[config.mk]
export PLATFORM = sky130hd
export DESIGN_NAME = touch_capture
export DESIGN_NICKNAME = d
export VERILOG_FILES = /design/src/design/touch_capture.sv
export SDC_FILE = /design/constraint.sdc
export NUM_CORES = 1
export LEC_CHECK = 0
export ABC_AREA = 0
export BUFFER_PORTS_ARGS = -buffer_cell sky130_fd_sc_hd__buf_2
export CORE_UTILIZATION = 45
export CTS_BUF_LIST = sky130_fd_sc_hd__clkbuf_2
export DETAILED_ROUTE_END_ITERATION = 7
export PLACE_DENSITY = 0.9
export SETUP_SLACK_MARGIN = 0.4
export SLEW_MARGIN = 20
export SYNTH_ARGS = -nofsm -noshare
export SYNTH_HDL_FRONTEND = slang
export SYNTH_SLANG_ARGS = --single-unit
[constraint.sdc]
create_clock -name clk -period 1.1 [get_ports clk]
set_input_delay 0.165 -clock clk [delete_from_list [all_inputs] [get_ports clk]]
set_output_delay 0.165 -clock clk [all_outputs]
set_load 0.01 [all_outputs]
[src/design/touch_capture.sv]
`timescale 1ns/1ps

module touch_capture (
    input  logic        clk,
    input  logic        nRst,
    input  logic [31:0] i2c_xy_i,
    input  logic        i2c_done_i,
    input  logic        consume_i,
    output logic [31:0] xy_o,
    output logic        ready_o
);

    // coordinate word, only read while ready is set
    always_ff @(posedge clk) begin
        if (i2c_done_i)
            xy_o <= i2c_xy_i;
    end

    always_ff @(posedge clk, negedge nRst) begin
        if (!nRst)
            ready_o <= 1'b0;
        else if (i2c_done_i)
            ready_o <= 1'b1;    // a new word beats a consume in the same cycle
        else if (consume_i)
            ready_o <= 1'b0;
    end

endmodule

Word-level counts from Yosys, hierarchy flattened

Index checks and enable logic that the tools add are counted.

Register bits: 33
Latch bits: 0
RAM bits: 0
ROM bits: 0
Input port bits: 36
Output and inout port bits: 33
Logic and storage cells: 5
Memories kept: 0

$add $sub $neg: 0
Multipliers: 0
Divide/modulo/power cells: 0
Order comparisons: 0
Equal/unequal tests: 0
Shifts and indexed selects: 0
Multiplexer cells: 2
Bitwise gates (word level): 0
Reduce and logical (&&, ||, !) cells: 1

Operators with widths:

| operator           | number |
|---|---|
| 1-bit 2-to-1 mux   | 2 |
| 2-bit nonzero test | 1 |

Longest topological paths before layout

Gate-level depths: netlist of run 1.

Word-level depth: 2
Gate-level depth with buffers: 2
Mapped depth without buffers: 2

Worst setup path after synthesis of run 1

No wires, ideal clock.

Path type: flip-flop to flip-flop
From: reg, netlist name ready_o
To: reg ready_o
Library setup time: 118 ps
Data arrival time: 565 ps
Data required time: 982 ps
Slack: 417 ps
Cell stages (with the launch flop): 2
Buffers on the path: 0
Clock period less this slack: 683 ps
Cell sequence: dfrtp_1 -> a21o_1

RTL lines:

| item                 | line | source |
|---|---|---|
| to (signal assigned) | 21   | `ready_o <= 1'b0;` |
| to (signal assigned) | 23   | `ready_o <= 1'b1;` |
| to (signal assigned) | 25   | `ready_o <= 1'b0;` |
| to (decl)            | 10   | `output logic ready_o` |

Worst setup path after layout of run 1

From: reg xy_o[10]
To: out xy_o[10]

RTL lines:

| item                   | line | source |
|---|---|---|
| from (decl)            | 9    | `output logic [31:0] xy_o,` |
| from (signal assigned) | 16   | `xy_o <= i2c_xy_i;` |

No word-level cell between the ends.

==> flow_summary.toml, run 1 <==
[grt]
grt_pass1_wl_mm = 4.567
track_usage = 0.2776
antenna_found_initial = 0
grt_overflow = 0
grt_max_degree = 34
grt_pass1_vias = 860

[yosys]
synth_cell_type_count = 4
synth_area_um2 = 997.2
ys_seq_area_frac = 0.9887
synth_cells = 35
syn-num-nets = 71
ys_seq_elements = 33
yosys_warnings = 0
syn_avg_cell_area_um2 = 28.49

[clock_tree]
cts_tree = "done"
cts.clk_slew.worst_paths_ns = 0.18
clockBufferDepth = 2
htreeDepth = 2
ctsRootBufferMaster = "clkbuf_2"
cts.sinks = 33
numCtsBuffers = 5
clock_latency_ns = 0.32

[placed_design]
dp.cells = 131
place_ws_ns = 0.2985
port_buffers = 68
place.gp.congestion = 0.6232
placed_cell_area_um2 = 1391

[setup_path]
cp_max_fo = 1
cp_num_buf_inv = 1
path_delay_family = "flip-flops"
startpoint_type = "flop"
cp_cell_sequence = "buf_6"
end_kind = "output port"
worstPathArrival_ns = 0.95
slowest_stage = "edfxtp_1"
critPathKind = "flop to output port"
slowest_delay_ns = 0.45
cp.required_ns = 0.94

[status]
violations = "setup timing"
status = "finished with violations"

[sta]
clock_skew_ns = 0
setup_slack_ns = -0.01026
worstMarginPinSlew_ns = 0.1758
max_slew_margin = 0.8828
final_max_slew_viol_count = 0
fmax_mhz = 900.7
hold_viol_final = 0
setup_viol = 1
fin_crit_sh = 1.009
min_period_ns = 1.110
grt_setup_unrepaired = "true"

[power_and_ir_drop]
power.switching_mw = 0.5611
pwr-share-clk = 0.229
switching_share = 0.2289
power_leakage_nw = 0.9284
internal_power_mw = 1.890
ir_worst_vdd_mv = 1.073
pwr-share-seq = 0.619
p_comb_frac = 0.151
power_density_nw_per_um2 = 1338

[cells_and_area]
fin_nets = 181
diodes = 0
nFillCells = 78
instances_no_fill = 173
finish.utilization = 0.9059
drive_gt1_frac = 0.5342
syn_to_final_growth_pct = 83.69
finalInstanceArea_um2 = 1832

[drt]
drc = 0
topRoutingLayerUsed = "met4"
postRouteAntennaNets = 0
routed_via_density = 4.642
first_pass_iters = 4
dr_wl_met2_mm = 1.605
wl_met1_mm = 1.166
wl_met3_um = 255
num_vias = 803
drt_iter0_drc = 15
wl_per_cell_um = 17.66
drt_wl_total_mm = 3.056

[die]
rows = 16
coreArea_um2 = 2022
die_h_um = 49.08
io_pins = 69
initial_utilization = 0.4932
dieArea_um2 = 2408
die_x_um = 49.08

[hold_path]
hp-class = "input port to asynchronous set/reset pin"

[run]
drv_cap = 0
==> Yosys cell counts <==
library cell / n / area [um^2]
a21o_1: 1 / 7.510
dfrtp_1: 1 / 25.02
edfxtp_1: 32 / 960.9
inv_1: 1 / 3.750
==> metrics by stage <==
stage	hold WS (ns)	total power, mW	TNS, ns
2_1_floorplan	-0.1306	1.599	0
3_3_place_gp	-0.05864	1.764	0
3_5_place_dp	-0.05816	1.780	0
4_1_cts	0.05779	2.421	-0.02664
5_1_grt	0.07839	2.555	-0.3453
6_report	0.1094	2.451	-0.01026
==> layout by cell type, fill, tap and decap left out <==
| master | netlist | final |
|---|---|---|
| dlymetal6s4s_1 | 0 | 15 |
| buf_2 | 0 | 64 |
| clkbuf_2 | 0 | 8 |
| buf_4 | 0 | 1 |
| edfxtp_1 | 32 | 32 |
| buf_6 | 0 | 4 |
| dfrtp_1 | 1 | 1 |
| buf_12 | 0 | 1 |
| dlygate4sd3_1 | 0 | 18 |
| inv_1 | 1 | 1 |
| a21o_1 | 1 | 1 |
==> power groups by stage <==
stage / registers (mW) / logic (mW) / clock network [mW]
finish: 1.52 / 0.371 / 0.562
global route: 1.53 / 0.390 / 0.639
CTS: 1.51 / 0.337 / 0.570
detailed placement: 1.54 / 0.241 / 0
global placement: 1.53 / 0.231 / 0
floorplan: 1.60 / 0.00256 / 0
==> final timing paths <==
check | end | slack [ns] | from | cells past startpoint
worst max-delay path | xy_o[10] | -0.01 | xy_o[10] | 1
worst min-delay path | ready_o | 0.11 | nRst | 2
worst max register to register | ready_o | 0.32 | ready_o | 2
worst min register to register | ready_o | 0.61 | ready_o | 2
max in group asynchronous | ready_o | 0.91 | nRst | 2
min in group clk | ready_o | 0.11 | consume_i | 3
==> kinds of logic (layout without fill, tap and decap cells) <==
| group | count (synthesis) | count (layout) | share of synthesized area |
|---|---|---|---|
| DFF | 33 | 33 | 0.9887 |
| AOI/OAI and AO/OA | 1 | 1 | 0.007531 |
| buffers and inverters | 1 | 112 | 0.003761 |
==> registers in the layout, summed over array words and instances (netlist names) <==
register  count
xy_o         32
ready_o       1
==> area by class of cell <==
cell class / instances / area, um^2 / area share
Sequential cell: 33 / 985.9 / 0.5383
Multi-Input combinational cell: 1 / 7.507 / 0.004098
Inverter: 1 / 3.754 / 0.002049
Timing Repair Buffer: 103 / 760.7 / 0.4153
Tap cell: 27 / 33.78 / 0.01844
Clock buffer: 8 / 40.04 / 0.02186
==> metal layers <==
metal	vias to the layer above	global-route usage
li1	357	-
met1	388	0.3458
met2	56	0.4749
met3	2	0.09034
met4	0	0.05392
met5	-	0
==> what timing repair did <==
| action | 4_1_cts | 5_1_grt |
|---|---|---|
| pin swaps | 0 | 1 |
| hold endpoints to repair | 33 | 0 |
| hold buffers | 33 | 0 |
| cloned | 0 | 0 |
| buffers inserted | 0 | 1 |
| endpoints found under the setup margin | 33 | 48 |
| gates resized for setup | 1 | 18 |
Power figures use the tool's default switching activity.
==> run 2, diff against run 1 <==
--- a/config.mk
+++ b/config.mk
@@ -7,10 +7,10 @@
 export LEC_CHECK = 0
 export ABC_AREA = 0
 export BUFFER_PORTS_ARGS = -buffer_cell sky130_fd_sc_hd__buf_2
-export CORE_UTILIZATION = 45
+export CORE_UTILIZATION = 37
 export CTS_BUF_LIST = sky130_fd_sc_hd__clkbuf_2
 export DETAILED_ROUTE_END_ITERATION = 7
-export PLACE_DENSITY = 0.9
+export PLACE_DENSITY = 0.8
 export SETUP_SLACK_MARGIN = 0.4
 export SLEW_MARGIN = 20
 export SYNTH_ARGS = -nofsm -noshare
==> constraint.sdc (replaced) <==
create_clock -name clk -period 1 [get_ports clk]
set_input_delay 0.15 -clock clk [delete_from_list [all_inputs] [get_ports clk]]
set_output_delay 0.15 -clock clk [all_outputs]
set_load 0.01 [all_outputs]
==> run 2 against run 1 <==
The flow finishes with violations (hold timing, setup timing). Wire length decreased by 45%. Non-clock buffer count decreased by 32. Clock skew unchanged. Critical path depth unchanged. Cell count decreased by 17%. Largest cell class unchanged. Highest routed layer unchanged.
==> flow_summary.toml, run 2 (same netlist as run 1, synthesis figures left out) <==
[status]
status = "finished with violations"
violations = "hold timing, setup timing"

[power_and_ir_drop]
internal_power_mw = 1.921
power_leakage_nw = 0.6525
power.switching_mw = 0.5620
ir_worst_vdd_mv = 1.362
pwr-share-seq = 0.667
p_total_mw = 2.483
power_density_nw_per_um2 = 1697
p_comb_frac = 0.109
switching_share = 0.2264
pwr-share-clk = 0.223

[setup_path]
end_kind = "output port"
cp_max_fo = 1
slowest_stage = "edfxtp_1"
critPathKind = "flop to output port"
slowest_delay_ns = 0.41
path_delay_family = "flip-flops"
startpoint_type = "flop"
cp.required_ns = 0.85
worstPathArrival_ns = 0.92
cp_cell_sequence = "buf_2"
cp_num_buf_inv = 1

[cells_and_area]
reg_top3 = "xy_o x32, ready_o x1"
syn_to_final_growth_pct = 46.67
multi_input_area_um2 = 7.507
nFillCells = 210
instances_no_fill = 144
diodes = 0
fin_nets = 149
final_common_cell = "buf_2"
regMostFlops = "xy_o"
seqCellArea_um2 = 985.9
most-common-layout-cells = "68 x buf_2, 32 x edfxtp_1, 5 x clkbuf_2, 2 x clkinv_1, 2 x buf_12"
drive_gt1_frac = 0.6667
largest_register_ffs = 32

[drt]
drt_wl_total_mm = 1.688
drt_iter0_drc = 2
first_pass_iters = 2
drc = 0
postRouteAntennaNets = 0
num_vias = 615
wl_per_cell_um = 11.72
routed_via_density = 4.271

[placed_design]
port_buffers = 68
dp.cells = 135
place_ws_ns = 0.2300
place.gp.congestion = 0.6243
hpwl_mm = 1.306

[run]
drv_cap = 0

[sta]
grt_setup_unrepaired = "true"
fmax_mhz = 933.1
max_slew_margin = 0.8935
hold_slack_ns = -0.05886
setup_slack_ns = -0.07172
final_max_slew_viol_count = 0
hold_viol_final = 32
setup_viol = 33
fin_crit_sh = 1.072
clock_skew_ns = 0
min_period_ns = 1.072
worstMarginPinSlew_ns = 0.1598

[clock_tree]
ctsRootBufferMaster = "clkbuf_2"
cts.sinks = 33
numCtsBuffers = 5
cts_hold_buf = 1
postCtsSetupBuffers = 0
cts.clk_slew.worst_paths_ns = 0.16
htreeDepth = 2
clock_latency_ns = 0.35
cts_tree = "done"
clockBufferDepth = 2

[grt]
grt_pass1_vias = 575
grt_max_degree = 21
antenna_found_initial = 0
grt_overflow = 0
grt_pass1_wl_mm = 2.297
track_usage = 0.1295

[die]
io_pins = 69
die_x_um = 53.92
rows = 18
dieArea_um2 = 2907
die_h_um = 53.92
initial_utilization = 0.3953
coreArea_um2 = 2522

[hold_path]
hp-class = "input port to flop"
## run 2: area by class of cell
type | count | share of cell area
flip-flops and latches | 33 | 0.6741
repair buffers | 71 | 0.2669
well taps | 30 | 0.02566
clock buffers | 5 | 0.01711
clock inverters | 3 | 0.008554
multi-input cells | 1 | 0.005133
inverters | 1 | 0.002566
## run 2: metal layers
| metal | wire [um] | part of all wire | global-route usage |
|---|---|---|---|
| met4 | 51 | 0.030 | 0.1184 |
| met2 | 769 | 0.46 | 0.1872 |
| met3 | 268 | 0.16 | 0.08475 |
| met1 | 599 | 0.35 | 0.1231 |
| met5 | 0 | 0 | 0 |
## run 2: final timing paths
path                            slack [ns]         start  cells past startpoint  endpoint
worst max-delay path                 -0.07      xy_o[12]                      1  xy_o[12]
worst min-delay path                 -0.06  i2c_xy_i[30]                      1  xy_o[30]
worst max register to register        0.36       ready_o                      1   ready_o
worst min register to register        0.49       ready_o                      1   ready_o
max in group asynchronous             0.84          nRst                      2   ready_o
min in group asynchronous             0.08          nRst                      2   ready_o
## run 2: what timing repair did
item / 4_1_cts / 5_1_grt
resized for setup: 0 / 0
hold endpoints to repair: 33 / 32
endpoints found under the setup margin: 34 / 34
cloned: 0 / 0
## run 2: power by group through the flow
stage / clock network (mW) / logic, mW / registers [mW]
floorplan: 0 / 0.00282 / 1.76
global placement: 0 / 0.266 / 1.69
detailed placement: 0 / 0.274 / 1.69
CTS: 0.593 / 0.277 / 1.66
global route: 0.635 / 0.296 / 1.67
finish: 0.555 / 0.272 / 1.66
## run 2: stage by stage
step	cell area (um^2)	utilization	setup TNS (ns)
3_5_place_dp	1415	0.5610	0
4_1_cts	1463	0.5799	-2.373
2_1_floorplan	997.2	-	0
5_1_grt	1463	0.5799	-3.374
6_report	1463	0.5799	-1.220
3_3_place_gp	1415	0.5610	0
