$ cat config.mk
export PLATFORM = sky130hd
export DESIGN_NAME = mmio_decoder
export DESIGN_NICKNAME = d
export VERILOG_FILES = /design/src/design/mmio_pkg.sv /design/src/design/mmio_decoder.sv
export SDC_FILE = /design/constraint.sdc
export NUM_CORES = 1
export LEC_CHECK = 0
export ABC_AREA = 1
export ABC_CLOCK_PERIOD_IN_PS = 1620
export BUFFER_PORTS_ARGS = -buffer_cell sky130_fd_sc_hd__clkbuf_2
export CORE_MARGIN = 3
export CORE_UTILIZATION = 48
export CTS_CLUSTER_SIZE = 8
export DETAILED_ROUTE_END_ITERATION = 6
export PLACE_DENSITY = 0.81
export SLEW_MARGIN = 10
export SYNTH_ARGS = -nofsm -noshare
export SYNTH_HDL_FRONTEND = slang
export SYNTH_SLANG_ARGS = --single-unit
$ cat constraint.sdc
create_clock -name clk -period 1.62 [get_ports clk]
set_input_delay 0.162 -clock clk [delete_from_list [all_inputs] [get_ports clk]]
set_output_delay 0.162 -clock clk [all_outputs]
set_load 0.01 [all_outputs]
$ cat src/design/mmio_pkg.sv
package mmio_pkg;

    // address map
    localparam int          MEM_WORDS      = 2048;              // ram depth, also the ram range bound
    localparam int          MEM_AW         = $clog2(MEM_WORDS);
    localparam logic [31:0] SPI_CMD_ADDR   = 32'd121212;        // command byte + byte counter
    localparam logic [31:0] SPI_PARAM_ADDR = 32'd333333;        // parameter word, starts a frame
    localparam logic [31:0] TOUCH_ADDR     = 32'd923923;        // latest i2c x/y word

    // spi frame limits
    localparam logic [3:0]  SPI_MAX_BYTES  = 4'd4;
    localparam int          SPI_FRAME_BITS = 8 + 8 * 4;         // command + max parameter bytes
    localparam int          SPI_CNT_W      = $clog2(SPI_FRAME_BITS + 1);

    // requester command
    typedef struct packed {
        logic        read;
        logic        write;
        logic [31:0] address;
        logic [31:0] data;
    } mh_req_t;

    // decoder to ram
    typedef struct packed {
        logic        read;
        logic        write;
        logic [31:0] address;
        logic [31:0] data;
    } mem_req_t;

    // decoder to spi port
    typedef struct packed {
        logic [31:0] parameters;
        logic [7:0]  command;
        logic [3:0]  count;
        logic        start;     // one-cycle pulse
    } spi_cfg_t;

    // word written to SPI_CMD_ADDR, seen raw or as fields
    typedef union packed {
        logic [31:0] raw;
        struct packed {
            logic [19:0] reserved;
            logic [3:0]  count;
            logic [7:0]  command;
        } fields;
    } spi_cmd_word_u;

endpackage
$ cat src/design/mmio_decoder.sv
`timescale 1ns/1ps

module mmio_decoder (
    input  logic                clk,
    input  logic                nRst,
    // requester side
    input  mmio_pkg::mh_req_t   req_i,
    output logic [31:0]         rd_data_o,
    output logic                busy_o,
    // data ram
    output mmio_pkg::mem_req_t  mem_req_o,
    input  logic [31:0]         mem_rdata_i,
    input  logic                mem_busy_i,
    // spi command port
    output mmio_pkg::spi_cfg_t  spi_cfg_o,
    input  logic                spi_busy_i,
    // touch capture
    input  logic [31:0]         touch_xy_i,
    input  logic                touch_ready_i,
    output logic                touch_consume_o
);

    import mmio_pkg::*;

    typedef enum logic [1:0] {
        IDLE,
        BUSY,
        MEM_READ
    } state_t;

    state_t        state_q, state_n;
    logic [31:0]   rd_data_n;
    logic          busy_n;
    mem_req_t      mem_req_n;
    spi_cfg_t      spi_cfg_n;
    logic          consume_n;
    spi_cmd_word_u cmd_word;

    logic          one_cmd;     // exactly one of read / write
    logic          hit_ram;
    logic          hit_cmd;
    logic          hit_param;
    logic          hit_touch;

    assign cmd_word.raw = req_i.data;

    assign one_cmd   = req_i.read ^ req_i.write;
    assign hit_ram   = req_i.address < 32'(MEM_WORDS);
    assign hit_cmd   = req_i.write && (req_i.address == SPI_CMD_ADDR);
    assign hit_param = req_i.write && (req_i.address == SPI_PARAM_ADDR);
    assign hit_touch = req_i.read && (req_i.address == TOUCH_ADDR);

    always_comb begin
        state_n         = IDLE;
        busy_n          = 1'b0;
        rd_data_n       = '0;         // zero outside the data cycle
        mem_req_n       = '0;
        spi_cfg_n       = spi_cfg_o;  // command, count, params are held
        spi_cfg_n.start = 1'b0;
        consume_n       = 1'b0;

        case (state_q)
            IDLE: begin
                if (one_cmd) begin
                    // stall and unmapped fall through with one busy cycle
                    busy_n  = 1'b1;
                    state_n = BUSY;
                    if (hit_ram) begin
                        if (!mem_busy_i) begin
                            mem_req_n.read    = req_i.read;
                            mem_req_n.write   = req_i.write;
                            mem_req_n.address = req_i.address;
                            mem_req_n.data    = req_i.data;
                            if (req_i.read)
                                state_n = MEM_READ;
                        end
                    end else if (hit_cmd) begin
                        spi_cfg_n.command = cmd_word.fields.command;
                        spi_cfg_n.count   = cmd_word.fields.count;
                    end else if (hit_param) begin
                        if (!spi_busy_i) begin
                            spi_cfg_n.parameters = req_i.data;
                            spi_cfg_n.start      = 1'b1;
                        end
                    end else if (hit_touch) begin
                        if (touch_ready_i) begin
                            rd_data_n = touch_xy_i;
                            consume_n = 1'b1;
                        end
                    end
                end
            end
            MEM_READ: begin
                // ram word is valid now, hand it out next cycle
                busy_n    = 1'b1;
                rd_data_n = mem_rdata_i;
                state_n   = BUSY;
            end
            default: begin
                state_n = IDLE;   // busy drops
            end
        endcase
    end

    always_ff @(posedge clk, negedge nRst) begin
        if (!nRst) begin
            state_q         <= IDLE;
            rd_data_o       <= '0;
            busy_o          <= 1'b0;
            mem_req_o       <= '0;
            spi_cfg_o       <= '0;
            touch_consume_o <= 1'b0;
        end else begin
            state_q         <= state_n;
            rd_data_o       <= rd_data_n;
            busy_o          <= busy_n;
            mem_req_o       <= mem_req_n;
            spi_cfg_o       <= spi_cfg_n;
            touch_consume_o <= consume_n;
        end
    end

endmodule

* After elaboration in Yosys (flattened, before gate mapping)
Cells that the tools add are included.
** Word-level totals
- Flip-flop bits (word level) :: 147
- Bits in latches :: 0
- Memory bits (writable) :: 0
- Bits in read-only memories :: 0
- Input port bits :: 135
- Output and inout port bits :: 145
- Logic and storage cells :: 58
- Memories kept :: 0
** Operators by class
- Add/sub/neg operators :: 0
- Multipliers :: 0
- Div/mod/pow operators :: 0
- Magnitude comparators :: 1
- Equality and inequality tests :: 4
- Shifts and indexed selects :: 0
- Multiplexer cells :: 31
- Bitwise logic cells :: 4
- Reduce and logical (&&, ||, !) cells :: 6
** Operators with widths (number)
- 66-bit two-way mux :: 4
- 32-bit two-way mux :: 6
- 32-bit one-hot mux with 2 select lines :: 1
- 32-bit by 17-bit == test with 1-bit output, second input constant :: 1
- 32-bit by 19-bit == test with 1-bit output, second input constant :: 1
- 32-bit by 20-bit == test with 1-bit output, second input constant :: 1
- 32-bit by 12-bit < comparator with 1-bit output, second input constant :: 1
- 1-bit two-way mux :: 14
- 2-bit two-way mux :: 4
- 6-bit AND reduction :: 1
- 2-bit one-hot mux with 2 select lines :: 1
- 4-bit AND reduction :: 1
- 1-bit logical AND :: 3
- 1-bit NOT :: 3
- 2-bit == test, second input constant :: 1
- 2-bit zero test :: 1
- 1-bit one-hot mux with 2 select lines :: 1
- 1-bit XOR :: 1

* Depth between registers and ports, before layout
- Depth after elaboration :: 8
- Mapped depth :: 10
- Depth with buffers taken out :: 9

* Least setup slack after synthesis
Ideal clock, no wire load.
- Kind :: register to register
- From :: register state_q[0]
- To :: register spi_cfg_o[24] (netlist bit)
- Library setup time :: 113 ps
- Data arrival time :: 1272 ps
- Required time :: 1507 ps
- Setup slack :: 235 ps
- Cell stages (with the launch flop) :: 9
- Buffers on the path :: 2
- Clock period less this slack :: 1385 ps
- Path through :: dfrtp_1 -> buf_6 -> nor2_2 -> nand3_2 -> nor2_2 -> buf_2 -> nand4_1 -> nand2_1 -> inv_1
** Between the ends
- Cells in the longest elaborated chain, start to end :: 2
** Ends and longest elaborated chain
- start: declaration :: line mmio_decoder.sv:31 : state_t state_q, state_n;
- start signal: assignment :: line mmio_decoder.sv:114 : state_q <= state_n;
- 2-bit zero test :: line mmio_decoder.sv:62 : case (state_q)
- 6-bit AND reduction (no line)
- end signal: assignment :: line mmio_decoder.sv:118 : spi_cfg_o <= spi_cfg_n;
- end: declaration :: line mmio_decoder.sv:15 : output mmio_pkg::spi_cfg_t spi_cfg_o,
No other way between the ends.
A chain may end at the register's enable or synchronous reset.

* Final worst setup path
- From :: register state_q[0]
- To :: register spi_cfg_o[28] (netlist bit)
The elaborated chain is that of the path after synthesis.

==> qor.json <==
{
  "clkTransAtPathRegs_ns": 0.06,
  "worstHoldEndpoint": "mem_req_o[64]",
  "drtPass1Iterations": 7,
  "yosys_warnings": 0,
  "drt-initial-drc-count": 366,
  "finalWirelength_um": 19400,
  "die-height_um": 123,
  "synth.distinct_cells": 30,
  "cts_made_buffers": 17,
  "dp_cells": 1162,
  "initial_antenna_violation_count": 0,
  "grt_max_degree": 47,
  "hold_path_startpoint": "req_i[64]",
  "hold_path_stages": 3,
  "clock_insertion_delay_at_the_later_pin_of_the_skew_report_ns": 0.41,
  "outcome": "complete, but fails checks",
  "cp-start-kind": "flip-flop",
  "power.sequential.fraction_pct": 43.3,
  "post-route-min-period_ns": 1.56,
  "coreArea_um2": 12900,
  "ff2ff_path_depth": 9,
  "synth-compound-area-share_pct": 1.61,
  "yosysSeqAreaShare_pct": 56.4,
  "sw_frac_of_total_pct": 22.6,
  "synth.area.mux_share_pct": 0,
  "r2r_end": "spi_cfg_o[28]",
  "yosys.area_share.xor_xnor_pct": 0,
  "synthesis.area_per_instance_um2": 9.17,
  "layout.core_utilization_pct": 72.8,
  "clock.fmax_mhz": 641,
  "detailedPlace.worstSlack_ns": -0.135,
  "power_density_over_the_cells_nw_per_um2": 913,
  "final_min_period_over_clock_period_pct": 96.3,
  "n_antenna_cell": 0,
  "port_buffers": 279,
  "ctsRootBufferMaster": "sky130_fd_sc_hd__clkbuf_16",
  "timing.rr.start": "state_q[0]",
  "dr_total_vias": 5976,
  "crit_path_max_fanout": 8,
  "power_share_of_the_combinational_group_pct": 9.1,
  "row_count": 41,
  "synth_enable_flop_cells": 0,
  "cts_tree": "built",
  "reg2reg_setup_slack_ns": 0.06,
  "netlist_area_um2": 6520,
  "ys_seq_elements": 147,
  "grt_pass1_wl_um": 29400,
  "hold_violations_final": 0,
  "most_numerous_cell_types_in_the_synthesized_netlist": "sky130_fd_sc_hd__nand2_1, sky130_fd_sc_hd__dfrtp_1, sky130_fd_sc_hd__inv_1",
  "synthesis.instances": 711,
  "setup_violations": 0,
  "rsz_0062_raised_after_global_routing": "yes",
  "dpl.hpwl_um": 13000,
  "layout-drive-gt1-share_pct": 38.9,
  "yosysTopAreaCellShare_pct": 56.4,
  "power_leakage_nw": 5.38,
  "fill_cells": 913,
  "max-clock-path-buffers": 2,
  "final_antenna_net_count": 0,
  "timing.hold.worst.class": "in -> reg",
  "initial_core_util_pct": 50.4,
  "synthSimpleGateAreaFrac_pct": 29.2,
  "final.hold.worst_slack_ns": 0.00365,
  "end_kind": "flip-flop",
  "finish.cell_count_without_fillers": 1248,
  "largest_family_of_logic_cells_by_synthesized_area": "simple AND/OR/NAND/NOR gates",
  "die_w_um": 123,
  "count_of_max_cap_constraint_violations": 0,
  "required_ns": 1.97,
  "ys_top_cells_by_area": "sky130_fd_sc_hd__dfrtp_1, sky130_fd_sc_hd__nand2_1, sky130_fd_sc_hd__inv_1",
  "violations": "design-rule violations",
  "synthDominantAreaCellType": "sky130_fd_sc_hd__dfrtp_1",
  "final_max_slew_viol_count": 0,
  "gpl.final_weighted_congestion": 0.806,
  "critPathArrivalTime_ns": 1.91,
  "synth_most_common_cell": "sky130_fd_sc_hd__nand2_1",
  "wire_per_inst_um": 15.5,
  "clkSinkCount": 147,
  "ir_drop_uv": 633,
  "pwr-share-clk_pct": 47.7,
  "boundaryPins": 280,
  "criticalPathCategory": "reg -> reg",
  "design.final.nets": 1198,
  "overflow": 0,
  "ys_dominant_reg_cell": "sky130_fd_sc_hd__dfrtp_1",
  "layout-area-overhead-vs-synth_pct": 44.4,
  "via_count_of_the_first_global_routing_pass": 5829,
  "synthAdderAreaFrac_pct": 0,
  "power.net_switching_w": 0.00194,
  "asyncSetResetFlopFracSynth_pct": 100,
  "detail_route.drc_violations": 2,
  "die-area_um2": 15000,
  "intPower_w": 0.00665,
  "cts.htree.levels": 4,
  "max_clock_skew_ns": 0.00505,
  "track_usage_pct": 25.9,
  "post-route-worst-setup-slack_ns": 0.0596,
  "drt-vias-per-instance": 4.79
}
## through the flow
step	setup TNS (ns)	cell area, µm²	total power (W)
after global routing	-0.239	9420	0.00895
after detailed placement	-2.32	8180	0.00442
final	0	9420	0.00860
after CTS	0	9310	0.00862
after floorplan	0	6600	0.00407
after global placement	-0.889	8180	0.00442
## layout by cell type, fill, tap and decap left out, types with 4 or more instances in the layout
cell type and instances:
sky130_fd_sc_hd__nand2_1 152, sky130_fd_sc_hd__inv_2 8, sky130_fd_sc_hd__nor3_2 39, sky130_fd_sc_hd__nor3_1 5
sky130_fd_sc_hd__clkbuf_16 17, sky130_fd_sc_hd__clkinv_2 4, sky130_fd_sc_hd__nand4_1 37, sky130_fd_sc_hd__dfrtp_1 147
sky130_fd_sc_hd__nor3b_1 5, sky130_fd_sc_hd__nand3_1 41, sky130_fd_sc_hd__buf_4 6, sky130_fd_sc_hd__nor2_4 7
sky130_fd_sc_hd__conb_1 21, sky130_fd_sc_hd__buf_12 9, sky130_fd_sc_hd__clkbuf_2 278, sky130_fd_sc_hd__bufinv_16 4
sky130_fd_sc_hd__nor2_2 5, sky130_fd_sc_hd__dlygate4sd3_1 46, sky130_fd_sc_hd__nor2_1 54, sky130_fd_sc_hd__nand3_4 5
sky130_fd_sc_hd__nand2_2 8, sky130_fd_sc_hd__o21ai_2 12, sky130_fd_sc_hd__buf_6 5, sky130_fd_sc_hd__inv_1 144
## worst max-delay path: stages, from the launching register on
cell,delay (ns)
sky130_fd_sc_hd__dfrtp_1,0.38
sky130_fd_sc_hd__nor2_2,0.12
sky130_fd_sc_hd__nand3_2,0.10
sky130_fd_sc_hd__buf_6,0.14
sky130_fd_sc_hd__nor2_4,0.22
sky130_fd_sc_hd__buf_6,0.14
sky130_fd_sc_hd__nand3_4,0.18
sky130_fd_sc_hd__nand2_1,0.13
sky130_fd_sc_hd__nand2_1,0.05
sky130_fd_sc_hd__inv_1,0.05
## layout make-up
class	instances	area [µm²]	area share, %
inverter	153	574	6.10
sequential	147	3680	39.1
clock buffer	19	443	4.70
timing repair buffer	345	2150	22.8
multi-input combinational	399	2170	23.1
tap	172	215	2.29
clock inverter	13	181	1.93
## metal layers
| layer | up-vias | share of wire, % | GRT usage, % |
|---|---|---|---|
| met1 | 2763 | 38 | 29.9 |
| met5 | - | 0 | 0 |
| met3 | 44 | 8.7 | 7.42 |
| li1 | 2852 | - | - |
| met4 | 0 | 3.1 | 11.3 |
| met2 | 317 | 50 | 44.8 |
## what timing repair did
action | CTS | global route
hold endpoints to repair | 86 | 0
gates cloned | 2 | 2
buffers inserted | 0 | 4
hold buffers | 47 | 0
pin swaps | 1 | 7
resized for setup | 3 | 16
endpoints found under the setup margin | 55 | 65
## registers in the layout (all words and copies together), names as in the netlist
signal,flops
spi_cfg_o,45
touch_consume_o,1
state_q,2
busy_o,1
rd_data_o,32
mem_req_o,66
## worst max-delay path by stage
stage                     slack (ns)       endpoint       start  cells after the start
final                           0.06  spi_cfg_o[28]  state_q[0]                      9
after global routing           -0.03  spi_cfg_o[34]  state_q[0]                      9
after CTS                       0.06  spi_cfg_o[31]  state_q[1]                      8
after detailed placement       -0.14   rd_data_o[8]   req_i[54]                      9
after global placement         -0.05  rd_data_o[13]   req_i[54]                      9
after floorplan                 0.24  spi_cfg_o[24]  state_q[0]                      8
## power by group through the flow
| stage | sequential, W | clock, W | combinational (W) |
|---|---|---|---|
| floorplan | 0.00380 | 0 | 0.000277 |
| global placement | 0.00378 | 0 | 0.000634 |
| detailed placement | 0.00378 | 0 | 0.000639 |
| CTS | 0.00372 | 0.00417 | 0.000739 |
| global route | 0.00372 | 0.00437 | 0.000860 |
| finish | 0.00372 | 0.00410 | 0.000778 |
## kinds of logic (layout without fill, tap and decap cells)
group                  after synthesis  after routing
AND/OR/NAND/NOR                    362            366
AO/OA/AOI/OAI                       12             12
other                                1             21
flip-flops                         147            147
buffers and inverters              189            530
Note: power is estimated with default switching activity, not from simulation.
