File: src/design/mmio_pkg.sv
package mmio_pkg;

    // address map
    localparam int          MEM_WORDS      = 2048;              // ram depth, also the ram range bound
    localparam int          MEM_AW         = $clog2(MEM_WORDS);
    localparam logic [31:0] SPI_CMD_ADDR   = 32'd121212;        // command byte + byte counter
    localparam logic [31:0] SPI_PARAM_ADDR = 32'd333333;        // parameter word, starts a frame
    localparam logic [31:0] TOUCH_ADDR     = 32'd923923;        // latest i2c x/y word

    // spi frame limits
    localparam logic [3:0]  SPI_MAX_BYTES  = 4'd4;
    localparam int          SPI_FRAME_BITS = 8 + 8 * 4;         // command + max parameter bytes
    localparam int          SPI_CNT_W      = $clog2(SPI_FRAME_BITS + 1);

    // requester command
    typedef struct packed {
        logic        read;
        logic        write;
        logic [31:0] address;
        logic [31:0] data;
    } mh_req_t;

    // decoder to ram
    typedef struct packed {
        logic        read;
        logic        write;
        logic [31:0] address;
        logic [31:0] data;
    } mem_req_t;

    // decoder to spi port
    typedef struct packed {
        logic [31:0] parameters;
        logic [7:0]  command;
        logic [3:0]  count;
        logic        start;     // one-cycle pulse
    } spi_cfg_t;

    // word written to SPI_CMD_ADDR, seen raw or as fields
    typedef union packed {
        logic [31:0] raw;
        struct packed {
            logic [19:0] reserved;
            logic [3:0]  count;
            logic [7:0]  command;
        } fields;
    } spi_cmd_word_u;

endpackage
File: src/design/spi_cmd_port.sv
`timescale 1ns/1ps

module spi_cmd_port (
    input  logic               clk,
    input  logic               nRst,
    input  mmio_pkg::spi_cfg_t cfg_i,
    output logic               busy_o,
    output logic               sclk_o,
    output logic               mosi_o,
    output logic               cs_n_o
);

    import mmio_pkg::*;

    logic [SPI_FRAME_BITS-1:0] shreg;       // command byte then parameter bytes, msb first
    logic [SPI_CNT_W-1:0]      bits_left;
    logic [SPI_CNT_W-1:0]      frame_bits;
    logic [3:0]                cnt_lim;

    // no more than four parameter bytes per frame
    assign cnt_lim    = (cfg_i.count > SPI_MAX_BYTES) ? SPI_MAX_BYTES : cfg_i.count;
    assign frame_bits = SPI_CNT_W'(8) + SPI_CNT_W'({cnt_lim[2:0], 3'b000});

    assign mosi_o = shreg[SPI_FRAME_BITS-1];

    always_ff @(posedge clk, negedge nRst) begin
        if (!nRst) begin
            busy_o    <= 1'b0;
            cs_n_o    <= 1'b1;
            sclk_o    <= 1'b0;
            shreg     <= '0;
            bits_left <= '0;
        end else if (!busy_o) begin
            if (cfg_i.start) begin
                busy_o    <= 1'b1;
                cs_n_o    <= 1'b0;
                sclk_o    <= 1'b0;
                shreg     <= {cfg_i.command, cfg_i.parameters};
                bits_left <= frame_bits;
            end
        end else if (!sclk_o) begin
            sclk_o <= 1'b1;                      // receiver samples here, mosi is steady
        end else begin
            sclk_o    <= 1'b0;
            shreg     <= shreg << 1;             // next bit goes out while sclk is low
            bits_left <= bits_left - 1'b1;
            if (bits_left == SPI_CNT_W'(1)) begin
                // last bit done
                busy_o <= 1'b0;
                cs_n_o <= 1'b1;
            end
        end
    end

endmodule

File: config.mk
export PLATFORM = sky130hd
export DESIGN_NAME = spi_cmd_port
export DESIGN_NICKNAME = d
export VERILOG_FILES = /design/src/design/mmio_pkg.sv /design/src/design/spi_cmd_port.sv
export SDC_FILE = /design/constraint.sdc
export NUM_CORES = 1
export LEC_CHECK = 0
export ABC_AREA = 1
export BUFFER_PORTS_ARGS = -buffer_cell sky130_fd_sc_hd__buf_2
export CORE_MARGIN = 2
export CORE_UTILIZATION = 56
export DETAILED_ROUTE_END_ITERATION = 10
export PLACE_DENSITY = 0.83
export SETUP_SLACK_MARGIN = 0.05
export SYNTH_ARGS = -nofsm -noshare
export SYNTH_HDL_FRONTEND = slang
export SYNTH_SLANG_ARGS = --single-unit
File: constraint.sdc
create_clock -name clk -period 2.5 [get_ports clk]
set_clock_uncertainty 0.05 [all_clocks]
set_input_delay 0.5 -clock clk [delete_from_list [all_inputs] [get_ports clk]]
set_output_delay 0.5 -clock clk [all_outputs]
set_load 0.03 [all_outputs]
=== Word level (Yosys, flattened, before mapping) ===
Index checks and enable logic that the tools add are counted.

* Register bits: 49
* Bits of input ports: 47

* Add/sub/neg operators: 2
* $lt $le $gt $ge: 1
* Eq/ne operators: 3
* Multiplexer cells: 17
* Reductions and logical operators: 3

{| class="wikitable"
|+ Operators by type and width
! operator !! count
|-
| 40-bit two-way mux || 3
|-
| 6-bit two-way mux || 3
|-
| 1-bit two-way mux || 10
|-
| 4-bit by 6-bit adder with 6-bit output (first input constant) || 1
|-
| 6-bit by 1-bit == test with 1-bit output (second input constant) || 1
|-
| 6-bit by 1-bit subtractor with 6-bit output (second input constant) || 1
|-
| 4-bit by 3-bit > comparator with 1-bit output (second input constant) || 1
|-
| 2-bit by 1-bit inequality test with 1-bit output (second input constant) || 2
|-
| 3-bit two-way mux || 1
|-
| 3-bit AND reduction || 1
|-
| 2-bit AND reduction || 1
|-
| 2-bit nonzero test || 1
|}

=== Longest topological paths before layout ===
Gate-level depths: netlist of run 1.

* Depth in word-level cells: 5
* Gate-level depth with buffers: 9
* Gate-level depth less buffers: 9

=== Worst setup path before layout of run 1 ===
No wires, ideal clock.

* Kind: input port to flip-flop
* Start: in cfg_i[4] in the netlist's numbering
* End: reg bits_left[5]
* Library setup time: 0.122 ns
* Arrival: 1.197 ns
* Required time: 2.328 ns
* Path slack: 1.130 ns
* Stages: 9
* Path buffers: 0
* Path through: nor2_1 nand2_1 inv_1 ha_1 inv_1 o21ai_0 nand2_1 a21oi_1 a21oi_1

* Word-level cells in the longest chain between the ends: 5

{| class="wikitable"
|+ RTL lines
! item !! line !! RTL
|-
| start, declared || spi_cmd_port.sv:6 || <nowiki>input mmio_pkg::spi_cfg_t cfg_i,</nowiki>
|-
| 4-bit by 3-bit > comparator with 1-bit output || spi_cmd_port.sv:21 || <nowiki>assign cnt_lim = (cfg_i.count > SPI_MAX_BYTES) ? SPI_MAX_BYTES : cfg_i.count;</nowiki>
|-
| 3-bit two-way mux || spi_cmd_port.sv:21 ||
|-
| 4-bit by 6-bit adder with 6-bit output || spi_cmd_port.sv:22 || <nowiki>assign frame_bits = SPI_CNT_W'(8) + SPI_CNT_W'({cnt_lim[2:0], 3'b000});</nowiki>
|-
| 6-bit two-way mux || spi_cmd_port.sv:34 || <nowiki>if (cfg_i.start) begin</nowiki>
|-
| 6-bit two-way mux || spi_cmd_port.sv:33 || <nowiki>end else if (!busy_o) begin</nowiki>
|-
| end signal, assigned || spi_cmd_port.sv:39 || <nowiki>bits_left <= frame_bits;</nowiki>
|-
| end signal, assigned || spi_cmd_port.sv:46 || <nowiki>bits_left <= bits_left - 1'b1;</nowiki>
|-
| end, declared || spi_cmd_port.sv:16 || <nowiki>logic [SPI_CNT_W-1:0] bits_left;</nowiki>
|}

No other way between the ends. The select of a mux whose other input is x is not followed.
A chain may end at the register's enable or synchronous reset.

=== Worst setup path in the final report of run 1 ===
* Start: reg busy_o
* End: reg bits_left[5]

* Word-level cells in the longest chain between the ends: 2

{| class="wikitable"
|+ RTL lines
! item !! line !! RTL
|-
| start, declared || spi_cmd_port.sv:7 || <nowiki>output logic busy_o,</nowiki>
|-
| start signal, assigned || spi_cmd_port.sv:28 || <nowiki>busy_o <= 1'b0;</nowiki>
|-
| start signal, assigned || spi_cmd_port.sv:35 || <nowiki>busy_o <= 1'b1;</nowiki>
|-
| start signal, assigned || spi_cmd_port.sv:49 || <nowiki>busy_o <= 1'b0;</nowiki>
|-
| 2-bit by 1-bit inequality test with 1-bit output (no source line) or 2-bit nonzero test (tied branches) || n/a ||
|-
| 2-bit AND reduction (no source line) || n/a ||
|}

Parallel ways exist; a longest one is shown, timed or not.

==> impl_metrics.env, run 1 <==
export IMPL_status="completed"
export IMPL_io_buffer_count=50
export IMPL_hold_viol=0
export IMPL_period_needed_ps=1760
export IMPL_grt_max_degree=42
export IMPL_synthTopCellsByArea="dfrtp_1 55%, nor2_1 13%, o22ai_1 10%"
export IMPL_synth_fp_nets=286
export IMPL_drv_cap=0
export IMPL_power_mw=1.34
export IMPL_fin_tns_setup_ps=0
export IMPL_finalSetupViolCount=0
export IMPL_rows=22
export IMPL_finalNetCount=334
export IMPL_p_seq_share_pct=59.2
export IMPL_p_sw_share_pct=23.3
export IMPL_required_ps=2650
export IMPL_cts_root_buf="clkbuf_8"
export IMPL_cts_resized_gates=0
export IMPL_peakVddDrop_mv=0.355
export IMPL_fin_crit_sh_pct=70.2
export IMPL_relSlewSlack_pct=52.0
export IMPL_yosysTopAreaCell="dfrtp_1"
export IMPL_ctsHoldBuffers=0
export IMPL_crit_arrival_ps=1900
export IMPL_combPwrFrac_pct=4.6
export IMPL_clk_latency_ps=310
export IMPL_fp_coreArea_sq_mm=0.00372
export IMPL_syn_area_per_cell_sq_um=9.34
export IMPL_die_area_sq_mm=0.00445
export IMPL_synth_top_area_share_pct=54.5
export IMPL_post_route_drc_count=0
export IMPL_synth_area_sq_mm=0.00220
export IMPL_hpwlAfterDp_mm=3.05
export IMPL_power_internal_mw=1.03
export IMPL_path_clk_slew_ps=90
export IMPL_routabilityCongestion=0.821
export IMPL_cts_inserted_buffers=5
export IMPL_gr_total_overflow=0
export IMPL_vias_per_cell=5.34
export IMPL_synth_cell_types=24
export IMPL_drtPass1Iterations=4
export IMPL_vias=1777
export IMPL_power_net_switching_mw=0.311
export IMPL_die_y_microns=66.7
export IMPL_critPathKind="reg -> reg"
export IMPL_grt_first_pass_wirelength_mm=7.39
export IMPL_clkPwrFrac_pct=36.2
export IMPL_track_usage_pct=22.1
export IMPL_drive_gt1_share_pct=24.9
export IMPL_grt_pass1_vias=1709
export IMPL_wl_per_cell_microns=13.1
export IMPL_routed_wl_mm=4.36
export IMPL_startpoint_type="flip-flop"
export IMPL_drt_iter0_drc=147
export IMPL_crit_fanout=41
export IMPL_htree_levels=2
export IMPL_antennaDiodeCount=0
export IMPL_setup_ws_ps=745
export IMPL_syn_to_final_growth_pct=14.1
export IMPL_netlist_instances=236
export IMPL_start_util_pct=59.3
export IMPL_endpoint_kind="flip-flop"
export IMPL_worstMarginPinSlew_ps=720
export IMPL_ant_nets=0
export IMPL_synth_seq_cells=49
export IMPL_cts_setup_buffers=0
export IMPL_min_path_type="in -> async"
export IMPL_clkSinkCount=49
export IMPL_drv_slew=0
export IMPL_fmax_mhz=570
export IMPL_clk_path_buf_depth=2
export IMPL_yosysWarnings=0
export IMPL_io_pins=51
export IMPL_rsz0062_at_grt="no"
export IMPL_p_leak_nw=1.46
export IMPL_cts_tree="yes"
export IMPL_antenna_found_initial=0
export IMPL_dp_slack_ps=651
export IMPL_die_width_microns=66.7
export IMPL_ys_seq_area_share_pct=55.7
export IMPL_power_density_mw_per_mm2=532
==> layer usage <==
layer,global-route usage (%),vias to the layer above,wire length (microns)
li1,-,891,-
met1,29.4,839,2080
met2,35.9,42,2000
met3,3.72,5,226
met4,9.18,0,47
met5,0,-,0
==> cell usage after synthesis (all sizes together) <==
cell type	n
a21oi	4
a22o	1
a22oi	4
buf	12
dfrtp	48
dfstp	1
ha	3
inv	10
nand2	27
nand3	5
nand4	1
nor2	76
nor3	1
nor3b	1
o211ai	1
o21ai	3
o22ai	36
xnor2	1
xor2	1
==> stage by stage <==
stage | cell area (sq um) | instances | hold slack [ps] | util [%]
after global routing | 2510 | 333 | 236 | 67.7
after global placement | 2420 | 325 | 407 | 65.1
after floorplan | 2200 | 236 | 154 | -
after CTS | 2510 | 333 | 200 | 67.7
after detailed placement | 2420 | 325 | 422 | 65.1
final | 2510 | 333 | 185 | 67.7
==> kinds of logic after synthesis <==
logic type | Yosys count | synth area share (%)
buffers and inverters | 22 | 6.98
AOI/OAI and AO/OA | 49 | 13.9
xor gates and xnor gates | 2 | 1.14
and+or+nand+nor | 111 | 20.6
DFF | 49 | 55.7
adders and majority gates | 3 | 1.70
==> sequential cells by signal, indices dropped and copies added, names as in the netlist <==
name	cells
bits_left	6
shreg	40
sclk_o	1
busy_o	1
cs_n_o	1
==> worst max-delay path, stage by stage (launching register included) <==
cell and delay, ps:
dfrtp_1 440, inv_2 120, nand2_4 230, nand2_4 440, inv_2 150, a21oi_1 140, a21oi_1 70
==> cell type report <==
| class | instances | area (sq um) |
|---|---|---|
| Tap cell | 48 | 60.1 |
| Fill cell | 321 | 1200 |
| Timing Repair Buffer | 53 | 273 |
| Clock buffer | 5 | 68.8 |
| Sequential cell | 49 | 1230 |
| Multi-Input combinational cell | 165 | 822 |
| Clock inverter | 3 | 26.3 |
| Inverter | 10 | 37.5 |
==> worst paths after layout <==
kind | from | endpoint | slack [ps] | depth (start not counted)
setup / recovery | busy_o | bits_left[5] | 740 | 6
hold / removal | nRst | shreg[31] | 180 | 1
setup reg to reg | busy_o | bits_left[5] | 740 | 6
hold reg to reg | cs_n_o | cs_n_o | 430 | 2
max in group asynchronous | nRst | bits_left[4] | 1610 | 2
min in group clk | cfg_i[9] | shreg[36] | 360 | 3
==> power by group through the flow <==
stage	logic [mW]	clock network [mW]	registers [mW]
floorplan	0.00548	0	0.808
global placement	0.0623	0	0.808
detailed placement	0.0625	0	0.808
CTS	0.0629	0.490	0.792
global route	0.0701	0.529	0.792
finish	0.0611	0.485	0.792
==> layout by cell type, fill, tap and decap left out, drive strengths merged <==
cell type  netlist  layout
nor2            76      76
o22ai           36      36
dfstp            1       1
nand3            5       5
inv             10      11
o211ai           1       1
a22oi            4       4
xnor2            1       1
clkinvlp         0       2
xor2             1       1
clkbuf           0       5
buf             12      53
a22o             1       1
a21oi            4       4
nand4            1       1
nor3b            1       1
ha               3       3
dfrtp           48      48
o21ai            3       3
nand2           27      27
nor3             1       1
Note: power is estimated with default switching activity, not from simulation.
==> run 2, diff against run 1 <==
--- a/config.mk
+++ b/config.mk
@@ -5,12 +5,12 @@
 export SDC_FILE = /design/constraint.sdc
 export NUM_CORES = 1
 export LEC_CHECK = 0
-export ABC_AREA = 1
+export ABC_AREA = 0
 export BUFFER_PORTS_ARGS = -buffer_cell sky130_fd_sc_hd__buf_2
 export CORE_MARGIN = 2
-export CORE_UTILIZATION = 56
+export CORE_UTILIZATION = 53
 export DETAILED_ROUTE_END_ITERATION = 10
-export PLACE_DENSITY = 0.83
+export PLACE_DENSITY = 0.79
 export SETUP_SLACK_MARGIN = 0.05
 export SYNTH_ARGS = -nofsm -noshare
 export SYNTH_HDL_FRONTEND = slang
==> constraint.sdc (replaced) <==
create_clock -name clk -period 1.7 [get_ports clk]
set_clock_uncertainty 0.05 [all_clocks]
set_input_delay 0.34 -clock clk [delete_from_list [all_inputs] [get_ports clk]]
set_output_delay 0.34 -clock clk [all_outputs]
set_load 0.03 [all_outputs]
==> run 2 against run 1 <==
  * Via count rose by 1.5%
  * Core utilization fell by 2.7 points
  * Power rose to 3.2 times the previous value
  * Clock-buffer cell count rose by 2
  * Largest cell class unchanged
  * Largest power group unchanged
==> impl_metrics.env, run 2 <==
export IMPL_fmax_mhz=636
export IMPL_antenna_found_initial=0
export IMPL_track_usage_pct=21.8
export IMPL_min_path_type="in -> reg"
export IMPL_synth_top_area_share_pct=56.1
export IMPL_start_util_pct=54.3
export IMPL_drt_iter0_drc=127
export IMPL_rows=23
export IMPL_crit_arrival_ps=1750
export IMPL_met1_usage_pct=29.2
export IMPL_die_width_microns=67.6
export IMPL_netlist_instances=224
export IMPL_vias_per_cell=5.55
export IMPL_clk_latency_ps=300
export IMPL_vias=1803
export IMPL_worstMarginPinSlew_ps=674
export IMPL_fin_crit_sh_pct=92.6
export IMPL_hpwlAfterDp_mm=3.13
export IMPL_relSlewSlack_pct=55.0
export IMPL_synthTopCellsByArea="dfrtp_1 56%, nor2_1 13%, o22ai_1 11%"
export IMPL_ys_seq_area_share_pct=57.3
export IMPL_peakVddDrop_mv=0.710
export IMPL_io_pins=51
export IMPL_drv_cap=0
export IMPL_clk_path_buf_depth=2
export IMPL_critPathKind="reg -> reg"
export IMPL_path_clk_slew_ps=90
export IMPL_cts_tree="yes"
export IMPL_async_flop_share_pct=100
export IMPL_endpoint_kind="flip-flop"
export IMPL_period_needed_ps=1570
export IMPL_post_route_drc_count=0
export IMPL_synth_seq_cells=49
export IMPL_synth_edf_count=0
export IMPL_die_area_sq_mm=0.00457
export IMPL_required_ps=1880
export IMPL_yosysTopAreaCell="dfrtp_1"
export IMPL_yosysWarnings=0
export IMPL_power_mw=4.33
export IMPL_grt_max_degree=37
export IMPL_largest_reg_flops=40
export IMPL_io_buffer_count=50
export IMPL_drtPass1Iterations=4
export IMPL_routabilityCongestion=0.760
export IMPL_grt_pass1_vias=1653
export IMPL_cts_root_buf="clkbuf_8"
export IMPL_synth_area_sq_mm=0.00214
export IMPL_layout_commonest_cell="nor2_1"
export IMPL_fp_coreArea_sq_mm=0.00394
export IMPL_die_y_microns=67.6
export IMPL_grtUsageMet2_pct=34.7
export IMPL_gr_total_overflow=0
export IMPL_grt_first_pass_wirelength_mm=7.39
export IMPL_busiest_layer="met2"
export IMPL_syn_area_per_cell_sq_um=9.56
export IMPL_final_cell_mix="73 x nor2_1, 50 x buf_2, 47 x dfrtp_1, 36 x o22ai_1, 11 x nand2_1"
export IMPL_syn_to_final_growth_pct=19.6
export IMPL_cts_inserted_buffers=5
export IMPL_top_register="shreg"
export IMPL_drv_slew=0
export IMPL_p_leak_nw=1.09
export IMPL_finalNetCount=325
export IMPL_wl_per_cell_microns=14.0
export IMPL_drive_gt1_share_pct=26.2
export IMPL_power_density_mw_per_mm2=1690
export IMPL_startpoint_type="flip-flop"
export IMPL_synth_ff_type="dfrtp_1"
export IMPL_synth_fp_nets=274
export IMPL_ant_nets=0
export IMPL_synth_cell_types=32
export IMPL_reg_largest_list="shreg x40, bits_left x6"
export IMPL_synth_commonest_cells="73 x nor2_1, 48 x dfrtp_1, 36 x o22ai_1"
export IMPL_finalSetupViolCount=0
export IMPL_fin_tns_setup_ps=0
export IMPL_antennaDiodeCount=0
export IMPL_htree_levels=2
export IMPL_use_met3_pct=5.17
export IMPL_synth_most_common_cell="nor2_1"
export IMPL_routed_wl_mm=4.55
export IMPL_cts_setup_buffers=0
export IMPL_clkSinkCount=49
export IMPL_status="completed"
export IMPL_hold_viol=0
export IMPL_rsz0062_at_grt="no"
export IMPL_crit_fanout=6
==> run 2: cell types whose count changed after synthesis, sizes merged, moves of 3 or more <==
cell | before | now
nor2 | 76 | 73
nand2 | 27 | 11
inv | 10 | 3
nand3 | 5 | 2
a22oi | 4 | 0
clkbuf | 0 | 8
a32oi | 0 | 4
buf | 12 | 7
==> run 2: cells by family after synthesis <==
logic type,Yosys count,share of synthesized area [%]
AOI/OAI and AO/OA,52,16.1
xor gates and xnor gates,1,0.409
adders and majority gates,3,1.75
buffers and inverters,18,3.74
DFF,49,57.3
muxes,3,1.52
and+or+nand+nor,98,19.2
==> run 2: where the power goes <==
group          switching, mW  total, mW  internal (mW)
registers              0.305       2.00           1.69
clock network          0.367      0.691          0.323
logic                  0.963       1.65          0.684
total                   1.64       4.33           2.70
==> run 2: path summary, 6_finish.rpt <==
check                      slack, ps  cells past startpoint            to          from
max                              130                      3  bits_left[5]  bits_left[2]
min                              180                      3     shreg[35]      cfg_i[8]
max reg2reg                      130                      3  bits_left[5]  bits_left[2]
min reg2reg                      440                      2     shreg[35]     shreg[35]
max in group asynchronous        620                      3     shreg[21]          nRst
min in group asynchronous        460                      2     shreg[39]          nRst
==> run 2: worst max-delay path, stage by stage, from the launching register on <==
cell	delay, ps
dfrtp_1	440
or4b_4	540
or3_1	320
a31oi_1	160
==> run 2: final cells by class <==
| type | count | area [sq um] |
|---|---|---|
| well taps | 50 | 62.6 |
| clock buffers | 7 | 86.3 |
| fillers | 337 | 1380 |
| repair buffers | 59 | 333 |
| multi-input cells | 157 | 840 |
| inverters | 3 | 11.3 |
| flip-flops and latches | 49 | 1230 |
==> run 2: what timing repair did <==
| action | 4_1_cts | 5_1_grt |
|---|---|---|
| hold buffers | 1 | 0 |
| gates resized for setup | 0 | 1 |
| setup endpoints to repair | 0 | 2 |
| endpoints found under the hold margin | 16 | 0 |
==> run 2: routing by layer <==
metal | vias to the layer above | part of all wire (%)
li1 | 890 | -
met1 | 862 | 45
met2 | 46 | 49
met3 | 5 | 4.7
met4 | 0 | 1.6
met5 | - | 0
==> run 2: through the flow <==
| step | std cells | setup slack, ps | instance area [sq um] | hold WS [ps] | utilization (%) |
|---|---|---|---|---|---|
| 5_1_grt | 325 | 65.9 | 2560 | 190 | 65.0 |
| 3_5_place_dp | 317 | 18.6 | 2460 | 258 | 62.4 |
| 6_report | 325 | 127 | 2560 | 180 | 65.0 |
| 3_3_place_gp | 317 | 91.7 | 2460 | 268 | 62.4 |
| 4_1_cts | 325 | 88.0 | 2560 | 180 | 64.8 |
| 2_1_floorplan | 224 | 59.9 | 2140 | -5.59 | - |
